$ cat src/uart_macros.svh
`ifndef UART_MACROS_SVH
`define UART_MACROS_SVH

// Register indices on the bus
`define UART_REG_TXDATA 2'd0
`define UART_REG_RXDATA 2'd1
`define UART_REG_STATUS 2'd2
`define UART_REG_CTRL   2'd3

// Baud divisor in clocks per bit
`define UART_DEFAULT_DIV 16'd16
`define UART_MIN_DIV     16'd4

// Status register bits
`define UART_ST_TXBUSY  0
`define UART_ST_RXVALID 1
`define UART_ST_OVERRUN 2

// Control register layout, divisor sits in bits DIV_MSB:0
`define UART_CTRL_DIV_MSB 15
`define UART_CTRL_RXIE    16
`define UART_CTRL_TXIE    17

`endif

$ cat src/uart_pkg.sv
`default_nettype none

package uart_pkg;

    // Serial byte on the line
    typedef logic [7:0]  uart_data_t;
    // Bus write and read data
    typedef logic [31:0] uart_word_t;
    // Register index
    typedef logic [1:0]  uart_addr_t;
    // Clocks per bit
    typedef logic [15:0] uart_div_t;

    typedef enum logic [1:0] {
        RX_IDLE,
        RX_START,
        RX_DATA,
        RX_STOP
    } rx_state_t;

    typedef enum logic [1:0] {
        TX_IDLE,
        TX_START,
        TX_DATA,
        TX_STOP
    } tx_state_t;

endpackage

`default_nettype wire

$ cat src/uart.sv
`default_nettype none

module uart (
    input  logic                 clk,
    input  logic                 rst_n_i,
    input  logic                 req_i,
    input  logic                 we_i,
    input  uart_pkg::uart_addr_t addr_i,
    input  uart_pkg::uart_word_t wdata_i,
    output uart_pkg::uart_word_t rdata_o,
    output logic                 ack_o,
    output logic                 irq_o,
    input  logic                 rxd_i,
    output logic                 txd_o
);
    import uart_pkg::*;

    logic       tx_start;
    uart_data_t tx_data;
    uart_div_t  div;
    logic       tx_busy;
    uart_data_t rx_data;
    logic       rx_valid;

    // Receive side
    uart_rx rx_module (
        .clk        (clk),
        .rst_n_i    (rst_n_i),
        .rxd_i      (rxd_i),
        .div_i      (div),
        .rx_data_o  (rx_data),
        .rx_valid_o (rx_valid)
    );

    uart_regs regs_module (
        .clk        (clk),
        .rst_n_i    (rst_n_i),
        .req_i      (req_i),
        .we_i       (we_i),
        .addr_i     (addr_i),
        .wdata_i    (wdata_i),
        .rdata_o    (rdata_o),
        .ack_o      (ack_o),
        .tx_start_o (tx_start),
        .tx_data_o  (tx_data),
        .div_o      (div),
        .tx_busy_i  (tx_busy),
        .rx_data_i  (rx_data),
        .rx_valid_i (rx_valid),
        .irq_o      (irq_o)
    );

    // Transmit side
    uart_tx tx_module (
        .clk       (clk),
        .rst_n_i   (rst_n_i),
        .start_i   (tx_start),
        .tx_data_i (tx_data),
        .div_i     (div),
        .txd_o     (txd_o),
        .tx_busy_o (tx_busy)
    );

endmodule

`default_nettype wire

$ cat src/uart_regs.sv
`default_nettype none

`include "uart_macros.svh"

module uart_regs (
    input  logic                 clk,
    input  logic                 rst_n_i,
    input  logic                 req_i,
    input  logic                 we_i,
    input  uart_pkg::uart_addr_t addr_i,
    input  uart_pkg::uart_word_t wdata_i,
    output uart_pkg::uart_word_t rdata_o,
    output logic                 ack_o,
    output logic                 tx_start_o,
    output uart_pkg::uart_data_t tx_data_o,
    output uart_pkg::uart_div_t  div_o,
    input  logic                 tx_busy_i,
    input  uart_pkg::uart_data_t rx_data_i,
    input  logic                 rx_valid_i,
    output logic                 irq_o
);
    import uart_pkg::*;

    uart_div_t  div_q;
    logic       rx_ie_q;
    logic       tx_ie_q;
    uart_data_t rx_data_q;
    logic       rx_valid_q;
    logic       overrun_q;
    uart_word_t rdata_q;
    logic       ack_q;
    logic       wr;
    logic       rd_rx;
    uart_div_t  wr_div;
    uart_word_t rd_mux;

    assign wr     = req_i && we_i;
    assign rd_rx  = req_i && !we_i && (addr_i == `UART_REG_RXDATA);
    assign wr_div = (wdata_i[`UART_CTRL_DIV_MSB:0] < `UART_MIN_DIV) ?
                    `UART_MIN_DIV : wdata_i[`UART_CTRL_DIV_MSB:0];

    // Writes to a busy transmitter are dropped here
    assign tx_start_o = wr && (addr_i == `UART_REG_TXDATA) && !tx_busy_i;
    assign tx_data_o  = wdata_i[7:0];
    assign div_o      = div_q;

    assign irq_o = (rx_valid_q && rx_ie_q) || (!tx_busy_i && tx_ie_q);

    always_comb begin
        rd_mux = '0;
        case (addr_i)
            `UART_REG_RXDATA: rd_mux[7:0] = rx_data_q;
            `UART_REG_STATUS: begin
                rd_mux[`UART_ST_TXBUSY]  = tx_busy_i;
                rd_mux[`UART_ST_RXVALID] = rx_valid_q;
                rd_mux[`UART_ST_OVERRUN] = overrun_q;
            end
            `UART_REG_CTRL: begin
                rd_mux[`UART_CTRL_DIV_MSB:0] = div_q;
                rd_mux[`UART_CTRL_RXIE]      = rx_ie_q;
                rd_mux[`UART_CTRL_TXIE]      = tx_ie_q;
            end
            default: rd_mux = '0;
        endcase
    end

    always_ff @(posedge clk or negedge rst_n_i) begin
        if (!rst_n_i) begin
            div_q      <= `UART_DEFAULT_DIV;
            rx_ie_q    <= 1'b0;
            tx_ie_q    <= 1'b0;
            rx_valid_q <= 1'b0;
            overrun_q  <= 1'b0;
            rdata_q    <= '0;
            ack_q      <= 1'b0;
        end else begin
            ack_q   <= req_i;
            rdata_q <= (req_i && !we_i) ? rd_mux : '0;
            if (wr && addr_i == `UART_REG_CTRL) begin
                div_q   <= wr_div;
                rx_ie_q <= wdata_i[`UART_CTRL_RXIE];
                tx_ie_q <= wdata_i[`UART_CTRL_TXIE];
            end
            // New byte wins over a read in the same cycle
            if (rx_valid_i) begin
                rx_valid_q <= 1'b1;
                overrun_q  <= !rd_rx && (overrun_q || rx_valid_q);
            end else if (rd_rx) begin
                rx_valid_q <= 1'b0;
                overrun_q  <= 1'b0;
            end
        end
    end

    always_ff @(posedge clk) begin
        if (rx_valid_i) begin
            rx_data_q <= rx_data_i;
        end
    end

    assign rdata_o = rdata_q;
    assign ack_o   = ack_q;

endmodule

`default_nettype wire

$ cat src/uart_rx.sv
`default_nettype none

module uart_rx (
    input  logic                 clk,
    input  logic                 rst_n_i,
    input  logic                 rxd_i,
    input  uart_pkg::uart_div_t  div_i,
    output uart_pkg::uart_data_t rx_data_o,
    output logic                 rx_valid_o
);
    import uart_pkg::*;

    rx_state_t  state_q;
    logic [1:0] sync_q;
    logic       rxd_prev_q;
    uart_div_t  baud_cnt_q;
    logic [2:0] bit_cnt_q;
    uart_data_t shift_q;
    logic       valid_q;
    logic       rxd_s;
    logic       half_end;
    logic       bit_end;

    assign rxd_s    = sync_q[1];
    // Start bit is checked half a bit after the falling edge
    assign half_end = (baud_cnt_q == (div_i >> 1) - 16'd1);
    assign bit_end  = (baud_cnt_q == div_i - 16'd1);

    assign rx_data_o  = shift_q;
    assign rx_valid_o = valid_q;

    // Line idles high, so the synchroniser comes out of reset at 1
    always_ff @(posedge clk or negedge rst_n_i) begin
        if (!rst_n_i) begin
            sync_q     <= 2'b11;
            rxd_prev_q <= 1'b1;
        end else begin
            sync_q     <= {sync_q[0], rxd_i};
            rxd_prev_q <= rxd_s;
        end
    end

    always_ff @(posedge clk or negedge rst_n_i) begin
        if (!rst_n_i) begin
            state_q    <= RX_IDLE;
            baud_cnt_q <= '0;
            bit_cnt_q  <= '0;
            valid_q    <= 1'b0;
        end else begin
            valid_q    <= 1'b0;
            baud_cnt_q <= baud_cnt_q + 16'd1;
            case (state_q)
                RX_IDLE: begin
                    baud_cnt_q <= '0;
                    if (rxd_prev_q && !rxd_s) begin
                        state_q <= RX_START;
                    end
                end
                RX_START: begin
                    if (half_end) begin
                        baud_cnt_q <= '0;
                        bit_cnt_q  <= '0;
                        // Glitch that went high again by mid-bit is dropped
                        state_q    <= rxd_s ? RX_IDLE : RX_DATA;
                    end
                end
                RX_DATA: begin
                    if (bit_end) begin
                        baud_cnt_q <= '0;
                        bit_cnt_q  <= bit_cnt_q + 3'd1;
                        if (bit_cnt_q == 3'd7) begin
                            state_q <= RX_STOP;
                        end
                    end
                end
                RX_STOP: begin
                    if (bit_end) begin
                        state_q <= RX_IDLE;
                        // Bad stop bit just loses the byte
                        valid_q <= rxd_s;
                    end
                end
                default: state_q <= RX_IDLE;
            endcase
        end
    end

    // LSB arrives first
    always_ff @(posedge clk) begin
        if (state_q == RX_DATA && bit_end) begin
            shift_q <= {rxd_s, shift_q[7:1]};
        end
    end

endmodule

`default_nettype wire

$ cat src/uart_top.sv
`default_nettype none

module uart_top (
    input  logic                 clk,
    input  logic                 rst_n_i,
    input  logic                 uart0_sel_i,
    input  logic                 uart1_sel_i,
    input  logic                 dbus_req_i,
    input  logic                 dbus_we_i,
    input  uart_pkg::uart_addr_t dbus_addr_i,
    input  uart_pkg::uart_word_t dbus_wdata_i,
    output uart_pkg::uart_word_t dbus_rdata_o,
    output logic                 dbus_ack_o,
    output logic                 uart_irq_o,
    input  logic [1:0]           uart_rxd_i,
    output logic [1:0]           uart_txd_o
);
    import uart_pkg::*;

    logic       uart0_req;
    logic       uart1_req;
    uart_word_t uart0_rdata;
    uart_word_t uart1_rdata;
    logic       uart0_ack;
    logic       uart1_ack;
    logic       uart0_irq;
    logic       uart1_irq;
    logic       uart0_txd;
    logic       uart1_txd;

    assign uart_irq_o = uart0_irq | uart1_irq;
    assign uart_txd_o = {uart1_txd, uart0_txd};

    // Channel 0 wins when both selects are high
    always_comb begin
        uart0_req    = 1'b0;
        uart1_req    = 1'b0;
        dbus_rdata_o = '0;
        dbus_ack_o   = 1'b0;
        if (uart0_sel_i) begin
            uart0_req    = dbus_req_i;
            dbus_rdata_o = uart0_rdata;
            dbus_ack_o   = uart0_ack;
        end else if (uart1_sel_i) begin
            uart1_req    = dbus_req_i;
            dbus_rdata_o = uart1_rdata;
            dbus_ack_o   = uart1_ack;
        end
    end

    uart uart0_module (
        .clk     (clk),
        .rst_n_i (rst_n_i),
        .req_i   (uart0_req),
        .we_i    (dbus_we_i),
        .addr_i  (dbus_addr_i),
        .wdata_i (dbus_wdata_i),
        .rdata_o (uart0_rdata),
        .ack_o   (uart0_ack),
        .irq_o   (uart0_irq),
        .rxd_i   (uart_rxd_i[0]),
        .txd_o   (uart0_txd)
    );

    uart uart1_module (
        .clk     (clk),
        .rst_n_i (rst_n_i),
        .req_i   (uart1_req),
        .we_i    (dbus_we_i),
        .addr_i  (dbus_addr_i),
        .wdata_i (dbus_wdata_i),
        .rdata_o (uart1_rdata),
        .ack_o   (uart1_ack),
        .irq_o   (uart1_irq),
        .rxd_i   (uart_rxd_i[1]),
        .txd_o   (uart1_txd)
    );

endmodule

`default_nettype wire

$ cat src/uart_tx.sv
`default_nettype none

module uart_tx (
    input  logic                 clk,
    input  logic                 rst_n_i,
    input  logic                 start_i,
    input  uart_pkg::uart_data_t tx_data_i,
    input  uart_pkg::uart_div_t  div_i,
    output logic                 txd_o,
    output logic                 tx_busy_o
);
    import uart_pkg::*;

    tx_state_t  state_q;
    uart_div_t  baud_cnt_q;
    logic [2:0] bit_cnt_q;
    uart_data_t shift_q;
    logic       txd_q;
    logic       bit_end;

    assign bit_end   = (baud_cnt_q == div_i - 16'd1);
    assign txd_o     = txd_q;
    assign tx_busy_o = (state_q != TX_IDLE);

    always_ff @(posedge clk or negedge rst_n_i) begin
        if (!rst_n_i) begin
            state_q    <= TX_IDLE;
            baud_cnt_q <= '0;
            bit_cnt_q  <= '0;
            txd_q      <= 1'b1;
        end else begin
            baud_cnt_q <= bit_end ? '0 : baud_cnt_q + 16'd1;
            case (state_q)
                TX_IDLE: begin
                    baud_cnt_q <= '0;
                    // Start bit goes out together with busy
                    if (start_i) begin
                        state_q <= TX_START;
                        txd_q   <= 1'b0;
                    end
                end
                TX_START: begin
                    if (bit_end) begin
                        state_q   <= TX_DATA;
                        bit_cnt_q <= '0;
                        txd_q     <= shift_q[0];
                    end
                end
                TX_DATA: begin
                    if (bit_end) begin
                        bit_cnt_q <= bit_cnt_q + 3'd1;
                        if (bit_cnt_q == 3'd7) begin
                            state_q <= TX_STOP;
                            txd_q   <= 1'b1;
                        end else begin
                            txd_q <= shift_q[1];
                        end
                    end
                end
                TX_STOP: begin
                    if (bit_end) begin
                        state_q <= TX_IDLE;
                    end
                end
                default: state_q <= TX_IDLE;
            endcase
        end
    end

    // Bit 0 is always the one on the line during the data phase
    always_ff @(posedge clk) begin
        if (state_q == TX_IDLE && start_i) begin
            shift_q <= tx_data_i;
        end else if (state_q == TX_DATA && bit_end) begin
            shift_q <= {1'b0, shift_q[7:1]};
        end
    end

endmodule

`default_nettype wire
$ cat config.mk
export PLATFORM = sky130hd
export DESIGN_NAME = uart_top
export DESIGN_NICKNAME = d
export VERILOG_FILES = /design/src/uart_pkg.sv /design/src/uart.sv /design/src/uart_regs.sv /design/src/uart_rx.sv /design/src/uart_top.sv /design/src/uart_tx.sv
export VERILOG_INCLUDE_DIRS = /design/src
export SDC_FILE = /design/constraint.sdc
export NUM_CORES = 1
export LEC_CHECK = 0
export BUFFER_PORTS_ARGS = -buffer_cell sky130_fd_sc_hd__buf_2
export CAP_MARGIN = 10
export CORE_ASPECT_RATIO = 0.5
export CORE_MARGIN = 3
export CORE_UTILIZATION = 66
export DETAILED_ROUTE_END_ITERATION = 12
export MAX_ROUTING_LAYER = met4
export PLACE_DENSITY = 0.87
export SLEW_MARGIN = 20
export SYNTH_ARGS = -nofsm -noshare
export SYNTH_HDL_FRONTEND = slang
export SYNTH_SLANG_ARGS = --single-unit
$ cat constraint.sdc
create_clock -name clk -period 8.6 [get_ports clk]
set_input_delay 0 -clock clk [delete_from_list [all_inputs] [get_ports clk]]
set_output_delay 0 -clock clk [all_outputs]
set_load 0.01 [all_outputs]
Word-level counts from Yosys, hierarchy flattened
Index checks and enable logic that the tools add are counted.
{"block": "word_totals", "reg_bits": 220, "inputBits": 42, "wordCells": 251}
{"block": "classes", "add_sub_neg": 12, "n_lt_le_gt_ge": 1, "eq_ne": 45, "muxes": 88, "bitwise_logic": 1, "n_reduce_logical": 64}
{"operator": "2-to-1 mux 16 bit", "n": 9}
{"operator": "equality test 16 bit", "n": 6}
{"operator": "one-hot mux 16 bit (3 select lines)", "n": 2}
{"operator": "2-to-1 mux 18 bit", "n": 4}
{"operator": "adder 16 x 1 -> 16 bit (second input constant)", "n": 4}
{"operator": "2-to-1 mux 2 bit", "n": 22}
{"operator": "!= test 2 bit (second input constant)", "n": 20}
{"operator": "2-to-1 mux 8 bit", "n": 4}
{"operator": "one-hot mux 2 bit (4 select lines)", "n": 4}
{"operator": "subtractor 15 x 1 -> 16 bit (second input constant)", "n": 2}
{"operator": "subtractor 16 x 1 -> 16 bit (second input constant)", "n": 2}
{"operator": "logical AND 1 bit", "n": 26}
{"operator": "2-to-1 mux 3 bit", "n": 8}
{"operator": "one-hot mux 3 bit (2 select lines)", "n": 4}
{"operator": "2-to-1 mux 1 bit", "n": 23}
{"operator": "equality test 2 bit (second input constant)", "n": 10}
{"operator": "2-to-1 mux 10 bit", "n": 2}
{"operator": "one-hot mux 5 bit (2 select lines)", "n": 2}
{"operator": "AND reduction 5 bit", "n": 4}
{"operator": "nonzero test 2 bit", "n": 10}
{"operator": "one-hot mux 3 bit (3 select lines)", "n": 2}
{"operator": "< comparator 16 x 3 -> 1 bit (second input constant)", "n": 1}
{"operator": "adder 3 x 1 -> 3 bit (second input constant)", "n": 4}
{"operator": "equality test 3 bit (second input constant)", "n": 4}
{"operator": "9 further kinds", "n": 32}

Logic depth before layout (Yosys ltp)
{"block": "logic_depth", "word_depth": 7, "ltp_mapped": 14, "depth_no_buf": 10}

By module
A second synthesis with hierarchy kept.
{"block": "hier_totals", "hier_cells": 1350, "area_unflattened_um2": 13724.4}
{"module": "uart_rx", "instances": 2, "cells_each": 279, "area_per_inst_um2": 2573.7, "seq_area_each_um2": 869.6}
{"module": "uart_regs", "instances": 2, "cells_each": 142, "area_per_inst_um2": 1909.3, "seq_area_each_um2": 1217.4}
{"module": "uart_tx (uart0_module.tx_module)", "instances": 1, "cells_each": 228, "area_per_inst_um2": 2179.6, "seq_area_each_um2": 792.0}
{"module": "uart_tx (uart1_module.tx_module)", "instances": 1, "cells_each": 229, "area_per_inst_um2": 2168.3, "seq_area_each_um2": 792.0}
{"module": "uart_top", "instances": 1, "cells_each": 51, "area_per_inst_um2": 410.4, "seq_area_each_um2": 0.0}

Worst setup path after synthesis
Ideal clock, no wire load.
{"block": "synth_path", "path_kind": "reg2reg", "from": "register uart0_module.regs_module.div_q[2], in the netlist uart0_module.regs_module.div_o[2]", "to": "register uart0_module.rx_module.shift_q[0], in the netlist uart0_module.rx_module.rx_data_o[0], enable pin", "t_arrival_ns": 3.046, "setup_slack_ns": 5.221, "path_stages_with_launch": 11, "path_buffers": 1, "period_less_slack_ns": 3.379, "path_cell_list": "dfrtp_1 > clkbuf_1 > inv_1 > ha_1 > nor4b_4 > xnor2_1 > or4_1 > or4_1 > a2111oi_2 > nand3_1 > nor2_4"}
{"block": "synth_via", "elab_chain_len": 3}
{"item": "from (decl)", "line_no": "uart_regs.sv:24", "source": "uart_div_t div_q;"}
{"item": "from (signal assigned)", "line_no": "uart_regs.sv:69", "source": "div_q <= `UART_DEFAULT_DIV;"}
{"item": "from (signal assigned)", "line_no": "uart_regs.sv:80", "source": "div_q <= wr_div;"}
{"item": "subtractor 16 x 1 -> 16 bit", "line_no": "uart_rx.sv:27", "source": "assign bit_end = (baud_cnt_q == div_i - 16'd1);"}
{"item": "equality test 16 bit", "line_no": "uart_rx.sv:27"}
{"item": "logical AND 1 bit", "line_no": "uart_rx.sv:90", "source": "if (state_q == RX_DATA && bit_end) begin"}
{"item": "to (signal assigned)", "line_no": "uart_rx.sv:91", "source": "shift_q <= {rxd_s, shift_q[7:1]};"}
{"item": "to (decl)", "line_no": "uart_rx.sv:18", "source": "uart_data_t shift_q;"}
No other way between the ends.
A chain may end at the register's enable or synchronous reset.

Worst setup path in the final report
{"block": "layout_path", "from": "register uart0_module.regs_module.div_q[1], in the netlist uart0_module.regs_module.div_o[1]", "to": "register uart0_module.rx_module.shift_q[4], in the netlist uart0_module.rx_module.rx_data_o[4], enable pin"}
The elaborated chain is that of the path after synthesis.

==> results.py <==
metrics = {
    "outcome": {
        "status": "finished, final reports clean",
    },
    "sta": {
        "slew_headroom_pct": 30.44,
        "max_freq_mhz": 252.3,
        "finalHoldViolCount": 0,
        "final.setup_skew_ns": 0.01314,
        "worst_pin_slew_ns": 1.034,
        "post-route-min-period_ns": 3.963,
        "fin_crit_sh_pct": 46.09,
        "setup_viol": 0,
        "rsz0062_at_grt": "false",
        "tns_ns": 0,
        "slew_violations": 0,
    },
    "setup_path": {
        "r2r.worst_path.cells": 9,
        "reg2reg_from": "uart0_module.regs_module.div_o[1]$_DFFE_PN0P_",
        "path_max_fanout": 11,
        "start_kind": "register",
        "cp.required_ns": 8.78,
        "worstSetupPathType": "reg2reg",
        "r2r-end": "uart0_module.rx_module.rx_data_o[4]$_DFFE_PP_",
        "crit_arrival_ns": 4.14,
        "r2r_setup_slack_ns": 4.64,
        "setup.worst_path.end_class": "register",
    },
    "synth": {
        "syn_area_mm2": 0.01223,
        "yosysSeqAreaShare_pct": 47.10,
        "yosysTopAreaCellShare_pct": 33.16,
        "avgSynthCellArea_um2": 9.915,
        "synth_cells": 1233,
        "yosysTopAreaCell": "dfrtp_1",
        "yosys_warnings": 0,
        "synth.distinct_cells": 83,
        "synth-edff-count": 48,
        "synth_seq_cells": 220,
        "synth_commonest_cells": "dfrtp_1, nand2_1, nor2_1",
        "synth_ff_type": "dfrtp_1",
        "ys_top_cells_by_area": "dfrtp_1, edfxtp_1, xnor2_1",
        "synth.most_common_cell": "dfrtp_1",
        "async_flop_share_pct": 78.18,
    },
    "clock_network": {
        "clk_latency_ns": 0.52,
        "cts.clk_slew.worst_paths_ns": 0.07,
        "cts_sinks": 220,
        "cts_tree": "yes",
        "h-tree-depth": 1,
        "numCtsBuffers": 20,
        "cts_setup_buffers": 0,
        "postCtsHoldBufs": 23,
        "post_cts_resized": 0,
        "clk_path_buf_depth": 3,
        "root_buffer": "clkbuf_16",
    },
    "detailed_routing": {
        "wl_met1_um": 12870,
        "dr.pass1.iters": 6,
        "wl_per_cell_um": 20.81,
        "drtAntennaViolNets": 0,
        "route.met2.wl_um": 14690,
        "drc_errors": 0,
        "via_count": 9575,
        "wirelength_um": 31240,
        "dr_wl_met3_um": 2424,
        "top_layer_used": "met4",
        "drtIter0Drc": 992,
        "detail_route.vias_per_cell": 6.379,
    },
    "power_and_ir_drop": {
        "p_int_mw": 2.052,
        "power.leakage_nw": 5.777,
        "p_clk_share_pct": 27.5,
        "sw_frac_of_total_pct": 36.30,
        "power.switching_mw": 1.169,
        "power.share.combinational_pct": 28.3,
        "seqPwrFrac_pct": 44.1,
        "p_per_area_mw_per_mm2": 242.8,
        "total_power_mw": 3.221,
        "ir_drop_v": 0.0001905,
    },
    "min_path": {
        "hp-class": "in2reg",
        "min_to": "uart0_module.regs_module.ack_o$_DFF_PN0_",
        "hold_depth": 3,
        "min_from": "uart0_sel_i",
    },
    "die": {
        "dieArea_mm2": 0.02029,
        "design.core.area_mm2": 0.01774,
        "die_h_um": 102.2,
        "num_rows": 34,
        "die_w_um": 198.5,
        "io_pins": 78,
        "start_util_pct": 68.92,
    },
    "final_layout": {
        "fin_util_pct": 74.79,
        "drive_gt1_share_pct": 11.21,
        "layout.nets": 1319,
        "final_cell_count_no_fill": 1501,
        "n_antenna_cell": 0,
        "area_delta_synth_final_pct": 8.525,
        "n_fill_cell": 1184,
    },
    "grt": {
        "antenna_found_initial": 0,
        "grt_usage_pct": 32.26,
        "grt_pass1_wl_um": 50250,
        "grt_max_degree": 98,
        "grt_pass1_vias": 9536,
        "grt-ovfl-total": 0,
    },
    "place": {
        "gp_congestion": 0.9569,
        "dp.cells": 1441,
        "post-dp-hpwl_um": 20600,
        "place.port_buffers": 49,
    },
    "run": {
        "maxCapViolations": 0,
    },
}
[layer usage]
metal | track usage (%) | vias to the layer above
met5 | - | -
met1 | 42.04 | 4657
li1 | - | 4290
met3 | 5.863 | 127
met2 | 51.08 | 501
met4 | 12.73 | 0
[sequential cells by signal, indices dropped and copies added (netlist names), 8 cells and up, named ones only]
| register | cells |
|---|---|
| uart0_module.rx_module.baud_cnt_q | 16 |
| uart0_module.tx_module.shift_q | 8 |
| uart0_module.regs_module.rx_data_q | 8 |
| uart1_module.regs_module.rx_data_q | 8 |
| uart0_module.tx_module.baud_cnt_q | 16 |
| uart1_module.regs_module.div_o | 16 |
| uart1_module.rx_module.baud_cnt_q | 16 |
| uart1_module.tx_module.shift_q | 8 |
| uart0_module.regs_module.rdata_o | 18 |
| uart0_module.regs_module.div_o | 16 |
| uart1_module.rx_module.rx_data_o | 8 |
| uart1_module.regs_module.rdata_o | 18 |
| uart1_module.tx_module.baud_cnt_q | 16 |
| uart0_module.rx_module.rx_data_o | 8 |
[worst max path at each step]
stage / cells past startpoint / end / from / slack, ns
6_report: 9 / uart0_module.rx_module.rx_data_o[4]$_DFFE_PP_ / uart0_module.regs_module.div_o[1]$_DFFE_PN0P_ / 4.64
5_1_grt: 10 / uart0_module.rx_module.bit_cnt_q[1]$_DFFE_PN0P_ / uart0_module.regs_module.div_o[2]$_DFFE_PN0P_ / 4.34
4_1_cts: 10 / uart1_module.rx_module.baud_cnt_q[5]$_DFF_PN0_ / uart1_module.regs_module.div_o[1]$_DFFE_PN0P_ / 4.47
3_5_place_dp: 8 / uart1_module.rx_module.baud_cnt_q[5]$_DFF_PN0_ / uart1_module.regs_module.div_o[9]$_DFFE_PN0P_ / 4.49
3_3_place_gp: 9 / uart1_module.rx_module.baud_cnt_q[5]$_DFF_PN0_ / uart1_module.regs_module.div_o[1]$_DFFE_PN0P_ / 4.55
2_1_floorplan: 10 / uart0_module.rx_module.rx_data_o[0]$_DFFE_PP_ / uart0_module.regs_module.div_o[2]$_DFFE_PN0P_ / 5.22
[stage by stage]
stage	cell area (um^2)	setup slack, ns	hold WS, ns
after floorplan	12270	5.221	-0.2956
after global placement	12400	4.550	0.1049
after detailed placement	12400	4.490	0.1062
after CTS	13260	4.474	0.008542
after global routing	13270	4.335	0.07883
final	13270	4.637	0.04744
[cell type report]
cell class / instances / area [um^2] / area share (%)
multi-input combinational: 904 / 5964 / 44.95
sequential: 220 / 5758 / 43.40
clock buffer: 27 / 568.0 / 4.281
timing repair buffer: 76 / 511.7 / 3.857
tap: 234 / 292.8 / 2.207
inverter: 31 / 116.4 / 0.8770
clock inverter: 9 / 56.30 / 0.4244
[power groups by stage]
stage	combinational, mW	clock (mW)	sequential (mW)
final	0.913	0.887	1.42
after global routing	1.01	0.937	1.44
after CTS	0.894	0.880	1.41
after detailed placement	0.872	0	1.43
after global placement	0.831	0	1.42
after floorplan	0.804	0	1.27
[logic make-up after synthesis]
| family | share of synthesized area (%) |
|---|---|
| AO/OA/AOI/OAI | 10.09 |
| XOR/XNOR | 12.46 |
| adder cells (fa/ha/maj) | 2.456 |
| buffers and inverters | 4.534 |
| flip-flops | 47.10 |
| multiplexers | 3.019 |
| other | 0.03067 |
| AND/OR/NAND/NOR | 20.32 |
[worst max-delay path: stages (launching register included)]
cell and delay [ns]:
dfrtp_1 0.49, inv_1 0.13, ha_1 0.26, nor4b_4 0.51, xnor2_1 0.13, or4_1 0.53, or4_1 0.52, a2111oi_2 0.43
nand3_1 0.26, nor2_4 0.36
[cell usage in the layout, fill, tap and decap left out, types with 7 or more instances in the layout]
master | Yosys | final
xnor2_1 | 96 | 96
nor2_1 | 114 | 113
a22oi_1 | 9 | 9
nor3_1 | 19 | 19
nor2b_1 | 12 | 12
o211ai_1 | 8 | 8
nand4_1 | 20 | 20
conb_1 | 1 | 14
nand3_1 | 48 | 48
nor2_2 | 10 | 11
nand2_1 | 140 | 140
nor4_1 | 21 | 21
and2_1 | 23 | 23
o21ai_0 | 47 | 47
dfrtp_1 | 162 | 162
ha_1 | 24 | 24
buf_2 | 4 | 48
a21oi_1 | 17 | 17
clkbuf_16 | 0 | 21
inv_1 | 31 | 31
a22o_1 | 30 | 30
and3_1 | 24 | 24
nand2b_1 | 12 | 12
mux2i_1 | 11 | 11
edfxtp_1 | 48 | 48
dlygate4sd3_1 | 0 | 23
xor2_1 | 65 | 65
mux2_2 | 22 | 22
dfstp_2 | 10 | 10
a21o_1 | 7 | 7
Note: power is estimated with default switching activity, not from simulation.
